### src/spiBridgePkg.sv
/* spi register bridge shared definitions
   word sizes, id constant, opcode and phase enums, address and write structs */
`default_nettype none

package spiBridgePkg;

	// register and spi word width
	localparam int dataWidth = 32;

	// register bank size and index width
	localparam int regCount = 16;
	localparam int regIndexWidth = 4;

	// constant returned by register 0
	localparam logic [dataWidth-1:0] idWord = 32'h5350_4252;

	// sck cycles per word, two words per frame
	localparam int wordBits = 32;
	localparam int frameBits = 2 * wordBits;

	// falling edge counter must hold 0 to frameBits
	localparam int fallCountWidth = $clog2(frameBits) + 1;

	// cycles from address capture to miso load
	localparam int readDelay = 6;

	// access direction, taken from address bit 30
	typedef enum logic
	{
		opRead = 1'b0,
		opWrite = 1'b1
	} csrOpE;

	// decoder frame state
	typedef enum logic [1:0]
	{
		phaseIdle = 2'd0,
		phaseAdrs = 2'd1,
		phaseData = 2'd2
	} decPhaseE;

	// first word of a frame, msb first on the wire
	typedef struct packed
	{
		logic reserved;
		csrOpE op;
		// must be zero for a valid access
		logic [25:0] upper;
		logic [regIndexWidth-1:0] index;
	} spiAdrsWordT;

	// write strobe from decoder to register bank
	typedef struct packed
	{
		logic valid;
		spiAdrsWordT adrs;
		logic [dataWidth-1:0] data;
	} csrWriteT;

endpackage

`default_nettype wire

### src/spiSlaveDecoder.sv
/* spi mode 0 slave decoder, oversampled by the system clock
   collects address and data words, issues register writes, shifts read data to miso */
`default_nettype none

module spiSlaveDecoder (
	input logic iSCLK,
	input logic rstN,
	input logic decEnable,
	input logic spiSck,
	input logic spiMosi,
	input logic spiCs,
	output logic spiMiso,
	input logic [spiBridgePkg::dataWidth-1:0] readData,
	output spiBridgePkg::spiAdrsWordT readAdrs,
	output spiBridgePkg::csrWriteT csrWrite
);
	import spiBridgePkg::*;

	// pin samplers, bit 2 is the oldest sample
	logic [2:0] sckSft;
	logic [2:0] mosiSft;
	logic [2:0] csSft;

	// edge strobes, only inside a frame
	logic csLow;
	logic sckRise;
	logic sckFall;

	// frame control
	decPhaseE phase;
	logic [fallCountWidth-1:0] fallCount;
	logic adrsDone;
	logic frameDone;

	// mosi collector and captured words
	logic [dataWidth-1:0] shiftIn;
	spiAdrsWordT adrsWord;
	logic writeValid;
	logic [dataWidth-1:0] writeData;

	// read side
	logic [readDelay-1:0] loadPipe;
	logic [dataWidth-1:0] misoSft;

	// decEnable low parks all three samplers at idle levels
	always_ff @(posedge iSCLK or negedge rstN)
	begin
		if (!rstN)
		begin
			sckSft <= 3'b000;
			mosiSft <= 3'b000;
			csSft <= 3'b111;
		end
		else if (!decEnable)
		begin
			sckSft <= 3'b000;
			mosiSft <= 3'b000;
			csSft <= 3'b111;
		end
		else
		begin
			sckSft <= {sckSft[1:0], spiSck};
			mosiSft <= {mosiSft[1:0], spiMosi};
			csSft <= {csSft[1:0], spiCs};
		end
	end

	assign csLow = ~csSft[2];
	assign sckRise = csLow && (sckSft[2:1] == 2'b01);
	assign sckFall = csLow && (sckSft[2:1] == 2'b10);

	// 32nd and 64th falling edge of the frame
	assign adrsDone = sckFall && (phase == phaseAdrs)
		&& (fallCount == fallCountWidth'(wordBits - 1));
	assign frameDone = sckFall && (phase == phaseData)
		&& (fallCount == fallCountWidth'(frameBits - 1));

	// mode 0, master data is stable around the rising edge
	always_ff @(posedge iSCLK)
	begin
		if (sckRise)
			shiftIn <= {shiftIn[dataWidth-2:0], mosiSft[2]};
		if (frameDone)
			writeData <= shiftIn;
	end

	// chip select high drops the frame at any point
	always_ff @(posedge iSCLK or negedge rstN)
	begin
		if (!rstN)
		begin
			phase <= phaseIdle;
			fallCount <= '0;
			adrsWord <= '0;
			writeValid <= 1'b0;
			loadPipe <= '0;
		end
		else if (!csLow)
		begin
			phase <= phaseIdle;
			fallCount <= '0;
			adrsWord <= '0;
			writeValid <= 1'b0;
			loadPipe <= '0;
		end
		else
		begin
			if (sckFall)
				fallCount <= fallCount + 1'b1;
			case (phase)
				phaseIdle: phase <= phaseAdrs;
				phaseAdrs:
				begin
					if (adrsDone)
						phase <= phaseData;
				end
				phaseData: phase <= phaseData;
				default: phase <= phaseIdle;
			endcase
			if (adrsDone)
				adrsWord <= spiAdrsWordT'(shiftIn);
			// single cycle write strobe, reads issue nothing
			writeValid <= frameDone && (adrsWord.op == opWrite);
			// gives the bank time to settle its registered read port
			loadPipe <= {loadPipe[readDelay-2:0], adrsDone};
		end
	end

	// miso loads once per frame, then fills with ones
	always_ff @(posedge iSCLK or negedge rstN)
	begin
		if (!rstN)
			misoSft <= '0;
		else if (!csLow)
			misoSft <= '0;
		else if (loadPipe[readDelay-1])
			misoSft <= readData;
		else if (sckFall)
			misoSft <= {misoSft[dataWidth-2:0], 1'b1};
	end

	assign spiMiso = misoSft[dataWidth-1];
	assign readAdrs = adrsWord;
	assign csrWrite = '{valid: writeValid, adrs: adrsWord, data: writeData};

	// a write strobe belongs to a frame still in progress
	writeInFrame: assert property (@(posedge iSCLK) disable iff (!rstN)
		csrWrite.valid |-> csLow)
		else $error("csrWrite.valid with chip select high");

	// master gives exactly 64 sck cycles per frame
	fallLimit: assert property (@(posedge iSCLK) disable iff (!rstN)
		fallCount <= fallCountWidth'(frameBits))
		else $error("more than %0d falling sck edges in a frame", frameBits);

endmodule

`default_nettype wire

### src/csrRegisterBank.sv
/* control register bank, sixteen words with a read-only id at index 0
   writes from the spi decoder, registered read port */
`default_nettype none

module csrRegisterBank (
	input logic iSCLK,
	input logic rstN,
	input spiBridgePkg::csrWriteT csrWrite,
	input spiBridgePkg::spiAdrsWordT readAdrs,
	output logic [spiBridgePkg::dataWidth-1:0] readData,
	output logic [spiBridgePkg::dataWidth-1:0] ctrlWord
);
	import spiBridgePkg::*;

	// index 0 has no storage
	logic [dataWidth-1:0] regFile [1:regCount-1];

	// address checks
	logic writeInRange;
	logic writeHit;
	logic readInRange;

	// upper bits nonzero means outside the bank
	assign writeInRange = (csrWrite.adrs.upper == '0);
	assign readInRange = (readAdrs.upper == '0);

	// id register swallows writes
	assign writeHit = csrWrite.valid && (csrWrite.adrs.op == opWrite)
		&& writeInRange && (csrWrite.adrs.index != '0);

	// registers 1 to 15, cleared on reset
	always_ff @(posedge iSCLK or negedge rstN)
	begin
		if (!rstN)
		begin
			for (int i = 1; i < regCount; i++)
				regFile[i] <= '0;
		end
		else if (writeHit)
		begin
			regFile[csrWrite.adrs.index] <= csrWrite.data;
		end
	end

	// one cycle behind readAdrs
	always_ff @(posedge iSCLK)
	begin
		if (!readInRange)
			readData <= '0;
		else if (readAdrs.index == '0)
			readData <= idWord;
		else
			readData <= regFile[readAdrs.index];
	end

	// register 1 leaves the chip
	assign ctrlWord = regFile[1];

	// ctrlWord moves only on a decoded write to index 1
	ctrlWriteOnly: assert property (@(posedge iSCLK) disable iff (!rstN)
		$changed(regFile[1]) |-> $past(csrWrite.valid
			&& (csrWrite.adrs.index == regIndexWidth'(1))
			&& (csrWrite.adrs.upper == '0)))
		else $error("register 1 changed without a write, now %h", regFile[1]);

endmodule

`default_nettype wire

### src/spiBridgeTop.sv
/* spi register bridge top, decoder plus control register bank
   register 1 is exported as ctrlWord */
`default_nettype none

module spiBridgeTop (
	input logic iSCLK,
	input logic rstN,
	input logic decEnable,
	input logic spiSck,
	input logic spiMosi,
	input logic spiCs,
	output logic spiMiso,
	output logic [spiBridgePkg::dataWidth-1:0] ctrlWord
);
	import spiBridgePkg::*;

	// decoder to bank
	csrWriteT csrWrite;
	spiAdrsWordT readAdrs;

	// bank to decoder
	logic [dataWidth-1:0] readData;

	// pin side, frame decode and miso shifter
	spiSlaveDecoder spiSlaveDecoder_i (
		.iSCLK(iSCLK),
		.rstN(rstN),
		.decEnable(decEnable),
		.spiSck(spiSck),
		.spiMosi(spiMosi),
		.spiCs(spiCs),
		.spiMiso(spiMiso),
		.readData(readData),
		.readAdrs(readAdrs),
		.csrWrite(csrWrite)
	);

	// register storage and address checks
	csrRegisterBank csrRegisterBank_i (
		.iSCLK(iSCLK),
		.rstN(rstN),
		.csrWrite(csrWrite),
		.readAdrs(readAdrs),
		.readData(readData),
		.ctrlWord(ctrlWord)
	);

endmodule

`default_nettype wire

### config.mk
export PLATFORM = sky130hd
export DESIGN_NAME = spiBridgeTop
export DESIGN_NICKNAME = d
export VERILOG_FILES = /design/src/spiBridgePkg.sv /design/src/spiSlaveDecoder.sv /design/src/csrRegisterBank.sv /design/src/spiBridgeTop.sv
export SDC_FILE = /design/constraint.sdc
export NUM_CORES = 1
export LEC_CHECK = 0
export ABC_AREA = 1
export ABC_CLOCK_PERIOD_IN_PS = 6400
export BUFFER_PORTS_ARGS = -buffer_cell sky130_fd_sc_hd__buf_4
export CAP_MARGIN = 5
export CORE_MARGIN = 4
export CORE_UTILIZATION = 60
export DETAILED_ROUTE_END_ITERATION = 10
export GPL_TIMING_DRIVEN = 0
export MAX_ROUTING_LAYER = met4
export PLACE_DENSITY_LB_ADDON = 0.12
export SYNTH_ARGS = -nofsm -noshare
export SYNTH_HDL_FRONTEND = slang
export SYNTH_SLANG_ARGS = --single-unit
### constraint.sdc
create_clock -name iSCLK -period 6.4 [get_ports iSCLK]
set_input_delay 0.96 -clock iSCLK [delete_from_list [all_inputs] [get_ports iSCLK]]
set_output_delay 0.96 -clock iSCLK [all_outputs]
set_load 0.005 [all_outputs]
Yosys cells after proc, flatten, opt, wreduce, memory -nomap -nowiden
Cells that the tools add are included.
{"block": "word_totals", "input_bits": 6, "n_memories": 0, "ram_bits": 0, "latch_bits": 0, "romBits": 0, "regBits": 664, "out_inout_bits": 33}
{"block": "classes", "reduce_logical": 19, "shifts": 0, "mul": 0, "order_cmp": 2, "add_sub_neg": 1, "bitwise": 3, "eq_ne": 7, "div_mod_pow": 0, "n_mux": 22}
{"cell": "480-bit bitwise mux", "n": 1}
{"cell": "32-bit 2-to-1 mux", "n": 6}
{"cell": "32-bit binary-select mux with 4-bit select", "n": 1}
{"cell": "32-bit demux with 4-bit select", "n": 1}
{"cell": "31-bit 2-to-1 mux", "n": 3}
{"cell": "26-bit zero test", "n": 1}
{"cell": "7-bit 2-to-1 mux", "n": 2}
{"cell": "1-bit logical AND", "n": 11}
{"cell": "3-bit 2-to-1 mux", "n": 3}
{"cell": "7-bit by 1-bit adder with 7-bit output (second input constant)", "n": 1}
{"cell": "7-bit by 5-bit == test with 1-bit output (second input constant)", "n": 1}
{"cell": "7-bit by 6-bit == test with 1-bit output (second input constant)", "n": 1}
{"cell": "6-bit 2-to-1 mux", "n": 1}
{"cell": "2-bit one-hot mux with 3 select lines", "n": 1}
{"cell": "5-bit >= comparator (second input constant)", "n": 1}
{"cell": "5-bit by 1-bit < comparator with 1-bit output (second input constant)", "n": 1}
{"cell": "4-bit inverter with 5-bit output", "n": 1}
{"cell": "2-bit by 1-bit == test with 1-bit output (second input constant)", "n": 2}
{"cell": "2-bit == test (second input constant)", "n": 2}
{"cell": "4-bit zero test", "n": 1}
{"cell": "2-bit 2-to-1 mux", "n": 2}
{"cell": "2-bit nonzero test", "n": 2}
{"cell": "4-bit nonzero test", "n": 1}
{"cell": "3-bit by 1-bit != test with 1-bit output (second input constant)", "n": 1}
{"cell": "5 further kinds", "n": 6}

Longest topological paths before layout
{"block": "logic_depth", "word_depth": 7, "ltp_mapped": 12, "mapped_depth_nobuf": 10}

Cells and area by module
Synthesis repeated with hierarchy kept, for this count alone.
{"block": "hier_totals", "cells_unflattened": 4080, "area_unflattened_um2": 31903.1}
{"module": "csrRegisterBank", "cells_per_inst": 3545, "n_inst": 1, "area_per_inst_um2": 25851.0, "seq_area_each_um2": 12652.1}
{"module": "spiSlaveDecoder", "cells_per_inst": 535, "n_inst": 1, "area_per_inst_um2": 6052.1, "seq_area_each_um2": 4152.7}

Worst setup path after synthesis
OpenSTA, ideal clock, no wires.
{"block": "synth_timing", "kind": "reg2reg", "from": "register spiSlaveDecoder_i.csSft[2]", "to": "register spiSlaveDecoder_i.shiftIn[0] (enable)", "setup_ns": 0.421, "path_stages_with_launch": 6, "setup_slack_ns": 3.543, "period_less_slack_ns": 2.857, "t_arrival_ns": 2.436, "t_required_ns": 5.979, "cell_sequence": "dfstp_2 inv_1 clkbuf_1 clkbuf_1 nand2_1 nor2_1"}
{"block": "synth_via", "elab_chain_len": 2}
{"element": "start, declared", "line_no": "spiSlaveDecoder.sv:22", "source": "logic [2:0] csSft;"}
{"element": "start signal, assigned", "line_no": "spiSlaveDecoder.sv:64", "source": "csSft <= {csSft[1:0], spiCs};"}
{"element": "1-bit inverter", "line_no": "spiSlaveDecoder.sv:68", "source": "assign csLow = ~csSft[2];"}
{"element": "1-bit logical AND", "line_no": "spiSlaveDecoder.sv:69", "source": "assign sckRise = csLow && (sckSft[2:1] == 2'b01);"}
{"element": "via spiSlaveDecoder_i.sckRise", "line_no": "spiSlaveDecoder.sv:26", "source": "logic sckRise;"}
{"element": "end signal, assigned", "line_no": "spiSlaveDecoder.sv:82", "source": "shiftIn <= {shiftIn[dataWidth-2:0], mosiSft[2]};"}
{"element": "end, declared", "line_no": "spiSlaveDecoder.sv:36", "source": "logic [dataWidth-1:0] shiftIn;"}
The timed path passes the listed nets, and every way through them passes these cells.
A chain may end at the register's enable or synchronous reset.

Worst setup path after layout
{"block": "layout_timing", "from": "register spiSlaveDecoder_i.adrsWord, in the netlist spiSlaveDecoder_i.csrWrite[33]", "to": "register csrRegisterBank_i.regFile[99] (netlist name)"}
{"block": "layout_via", "elab_chain_len": 6, "word_cells_on_any_way": 9, "cone_classes": "order compare (2); mux (3); bitwise (1); reduce/logical (3)"}
{"element": "start, declared", "line_no": "spiSlaveDecoder.sv:37", "source": "spiAdrsWordT adrsWord;"}
{"element": "start signal, assigned", "line_no": "spiSlaveDecoder.sv:121", "source": "adrsWord <= spiAdrsWordT'(shiftIn);"}
{"element": "4-bit inverter with 5-bit output (not written as such)", "line_no": "csrRegisterBank.sv:41", "source": "regFile[csrWrite.adrs.index] <= csrWrite.data;"}
{"element": "5-bit >= comparator (not written as such) or 5-bit by 1-bit < comparator with 1-bit output (tied branches)", "line_no": "csrRegisterBank.sv:41"}
{"element": "1-bit logical AND (not written as such)", "line_no": "csrRegisterBank.sv:41"}
{"element": "32-bit 2-to-1 mux (not written as such)", "line_no": "csrRegisterBank.sv:41"}
{"element": "32-bit demux with 4-bit select", "line_no": "csrRegisterBank.sv:41"}
{"element": "480-bit bitwise mux", "line_no": "csrRegisterBank.sv:41"}
{"element": "end signal, assigned by index", "line_no": "csrRegisterBank.sv:41"}
{"element": "end, declared", "line_no": "csrRegisterBank.sv:16", "source": "logic [dataWidth-1:0] regFile [1:regCount-1];"}
Parallel ways exist; a longest one is shown, timed or not.

==> out/metrics.yaml <==
power_and_ir_drop:
  power_frac_clock: 0.486
  peakVddDrop_v: 0.000286
  p_per_area_nw_per_um2: 258
  p_sw_frac: 0.213
  intPower_mw: 6.64
  p_leak_nw: 17.4
  power_frac_seq: 0.503
  power.switching_mw: 1.80
  power.share.combinational: 0.011
  p_total_mw: 8.45
worst_setup_path:
  r2r_cells: 7
  crit_required_ns: 6.91
  crit_path_cell_trace: "nor2_2 -> inv_1 -> nor2_1 -> nand4_1 -> clkbuf_1 -> nand2_1 -> nand2_1"
  startpoint_type: "flop"
  endpoint: "csrRegisterBank_i.regFile[99]"
  worstSetupStartpoint: "spiSlaveDecoder_i.csrWrite[33]"
  crit_top_cell: "nand2_1"
  r2r-start: "spiSlaveDecoder_i.csrWrite[33]"
  cp.depth: 7
  crit_arrival_ns: 3.77
  path_buf_inv: 2
  slowest_delay_ns: 0.72
  crit_path_end_kind: "flop"
  r2r_end: "csrRegisterBank_i.regFile[99]"
  worstPathMaxFanout: 10
  worst_path_max_delay_cell: "nor2_1"
  reg2reg_slack_ns: 3.13
  setup.worst_path.class: "reg -> reg"
  cp_top_family: "simple AND/OR/NAND/NOR gates"
timing:
  setup_viol: 0
  fmax_mhz: 306
  hold_viol_final: 0
  timing.slew.headroom: 0.278
  tns_ns: 0
  skew_ns: 0.0255
  fin_crit_sh: 0.510
  grt_setup_unrepaired: "no"
  slew_viol_final: 0
  period_needed_ns: 3.27
  layout_setup_ws_ns: 3.13
  holdWs_ns: 0.348
  tightest_slew_ns: 1.08
routing:
  drc: 0
  wl_um: 99800
  via_per_inst: 6.12
  drt_iter0_drc: 3698
  first_pass_iters: 6
  vias: 26300
  postRouteAntennaNets: 0
  wl_per_cell_um: 23.2
yosys:
  seq_area_frac_synth: 0.574
  syn-cell-area_um2: 29200
  synthDistinctLibCells: 27
  yosys.area.top_type_share: 0.484
  synth-edff-count: 64
  synth_area_leader_cell: "dfrtp_1"
  ys_dominant_reg_cell: "dfrtp_1"
  synth_nets: 3516
  synth_cells: 3506
  synthArstFlopShare: 0.855
  yosys_warnings: 0
  synth.top_cells.by_area: "dfrtp_1, nand2_1, nand3_1"
  yosys_register_bits: 664
  syn_avg_cell_area_um2: 8.34
global_routing:
  track_usage: 0.393
  grt_max_degree: 123
  grt_overflow_total: 0
  grt_pass1_vias: 25800
  antenna_found_initial: 1
  grt_pass1_wl_um: 153000
clocking:
  cts_setup_buffers: 0
  clk_pin_slew_ns: 0.06
  cts_buffer_depth: 3
  cts-buffers-inserted: 71
  h-tree-depth: 3
  cts_resized: 0
  worstSkewPairLatency_ns: 0.62
  cts_root_buffer: "clkbuf_16"
  cts_tree: "done"
  holdBufCountCts: 0
  cts_sinks: 664
final_layout:
  fin_util: 0.682
  drive_gt1_frac: 0.0721
  fill_cells: 3851
  final_area_um2: 32700
  area.growth.synth_to_final_pct: 12.0
  instances_no_fill: 4293
  finish.net_count: 3630
floorplan:
  io_pins: 39
  die_x_um: 229
  floorplan.initialDensity: 0.610
  rows: 80
  core_um2: 47900
  dieArea_um2: 52300
  dieHeight_um: 229
place:
  dp_hpwl_um: 70900
  post-place-ws_ns: 3.11
  io_buffers: 37
  place_area_um2: 30400
  gp_congestion: 1.01
  dp_cells: 4162
run:
  max_cap_violations: 0
worst_hold_path:
  hold_class: "in -> async"
run_status:
  outcome: "completed"
[logic make-up after synthesis]
logic type | Yosys count | synth area share
and+or+nand+nor | 2196 | 0.309
DFF | 664 | 0.574
buffers and inverters | 386 | 0.0570
AOI/OAI and AO/OA | 255 | 0.0582
adders and majority gates | 4 | 0.00171
muxes | 1 | 0.000342
[layout by cell type (no fill, tap or decap), types with 2 or more instances in the layout]
cell type      n
nand2_1     1500
dfrtp_1      565
nand3_1      531
clkbuf_1     203
a22oi_1      150
nor2_1       116
inv_1         85
clkbuf_16     75
buf_2         71
buf_4         70
edfxtp_1      64
o21ai_0       61
nand4_1       37
dfxtp_1       32
o22ai_1       30
clkbuf_8      13
a21oi_1       10
clkinv_2      10
buf_1          8
nor3_1         5
inv_2          4
ha_1           4
inv_6          4
clkinv_1       4
buf_16         4
nor2_2         3
dfstp_2        3
nor2_4         2
nor3b_1        2
bufinv_16      2
clkinvlp_4     2
[cell usage after synthesis, types with 4 or more instances]
| master | count |
|---|---|
| nand2_1 | 1500 |
| dfrtp_1 | 565 |
| nand3_1 | 531 |
| clkbuf_1 | 184 |
| a22oi_1 | 150 |
| nor2_1 | 118 |
| inv_1 | 85 |
| buf_2 | 71 |
| edfxtp_1 | 64 |
| o21ai_0 | 61 |
| nand4_1 | 37 |
| buf_4 | 34 |
| dfxtp_1 | 32 |
| o22ai_1 | 30 |
| a21oi_1 | 10 |
| buf_1 | 8 |
| nor3_1 | 5 |
| ha_1 | 4 |
| inv_2 | 4 |
[power groups by stage]
stage,Clock (mW),Sequential (mW),Combinational [mW]
after floorplan,0,4.33,0.00940
after detailed placement,0,4.33,0.0972
after global routing,4.32,4.25,0.110
after CTS,4.11,4.25,0.0977
after global placement,0,4.33,0.0846
final,4.10,4.25,0.0936
[area by class of cell]
| class | count | area [um2] | share of cell area |
|---|---|---|---|
| buffer | 297 | 1330 | 0.0407 |
| tap | 615 | 769 | 0.0235 |
| multi-input combinational | 2456 | 10800 | 0.330 |
| inverter | 89 | 334 | 0.0102 |
| clock buffer | 107 | 2130 | 0.0650 |
| antenna | 1 | 2.50 | 0.0000765 |
| sequential | 664 | 16800 | 0.513 |
| clock inverter | 23 | 184 | 0.00562 |
| timing repair buffer | 41 | 395 | 0.0121 |
[worst min path at each step]
stage                                   from                         endpoint  slack (ns)  depth (start not counted)
4_1_cts                                 rstN     csrRegisterBank_i.regFile[7]        0.40                          1
3_3_place_gp   spiSlaveDecoder_i.shiftIn[31]  spiSlaveDecoder_i.writeData[31]        0.40                          0
3_5_place_dp   spiSlaveDecoder_i.shiftIn[31]  spiSlaveDecoder_i.writeData[31]        0.41                          0
2_1_floorplan  spiSlaveDecoder_i.shiftIn[31]  spiSlaveDecoder_i.writeData[31]        0.40                          0
6_report                                rstN     csrRegisterBank_i.regFile[7]        0.35                          1
5_1_grt                                 rstN     csrRegisterBank_i.regFile[7]        0.42                          1
[worst reg2reg max path, cell delays in order, from the launching register on]
cell and delay (ns):
dfrtp_1 0.45, nor2_2 0.40, inv_1 0.38, nor2_1 0.73, nand4_1 0.55, clkbuf_1 0.43
nand2_1 0.15, nand2_1 0.06
[state kept, by name, indices dropped and copies added, names as in the netlist, 2 cells and up]
name	flops
spiSlaveDecoder_i.sckSft	3
spiSlaveDecoder_i.misoSft	32
csrRegisterBank_i.readData	32
spiSlaveDecoder_i.mosiSft	3
csrRegisterBank_i.regFile	448
spiSlaveDecoder_i.shiftIn	32
spiSlaveDecoder_i.phase	2
csrRegisterBank_i.ctrlWord	32
spiSlaveDecoder_i.csrWrite	31
spiSlaveDecoder_i.writeData	32
spiSlaveDecoder_i.loadPipe	6
spiSlaveDecoder_i.fallCount	7
spiSlaveDecoder_i.csSft	3
[layer usage]
metal	routed length [um]	global-route usage	up-vias	share of wire
met2	42600	0.556	1684	0.43
met3	11200	0.101	402	0.11
met4	7620	0.241	0	0.076
li1	-	-	11600	-
met5	0	-	-	0
met1	38300	0.510	12600	0.38
(Power assumes the default switching activity.)
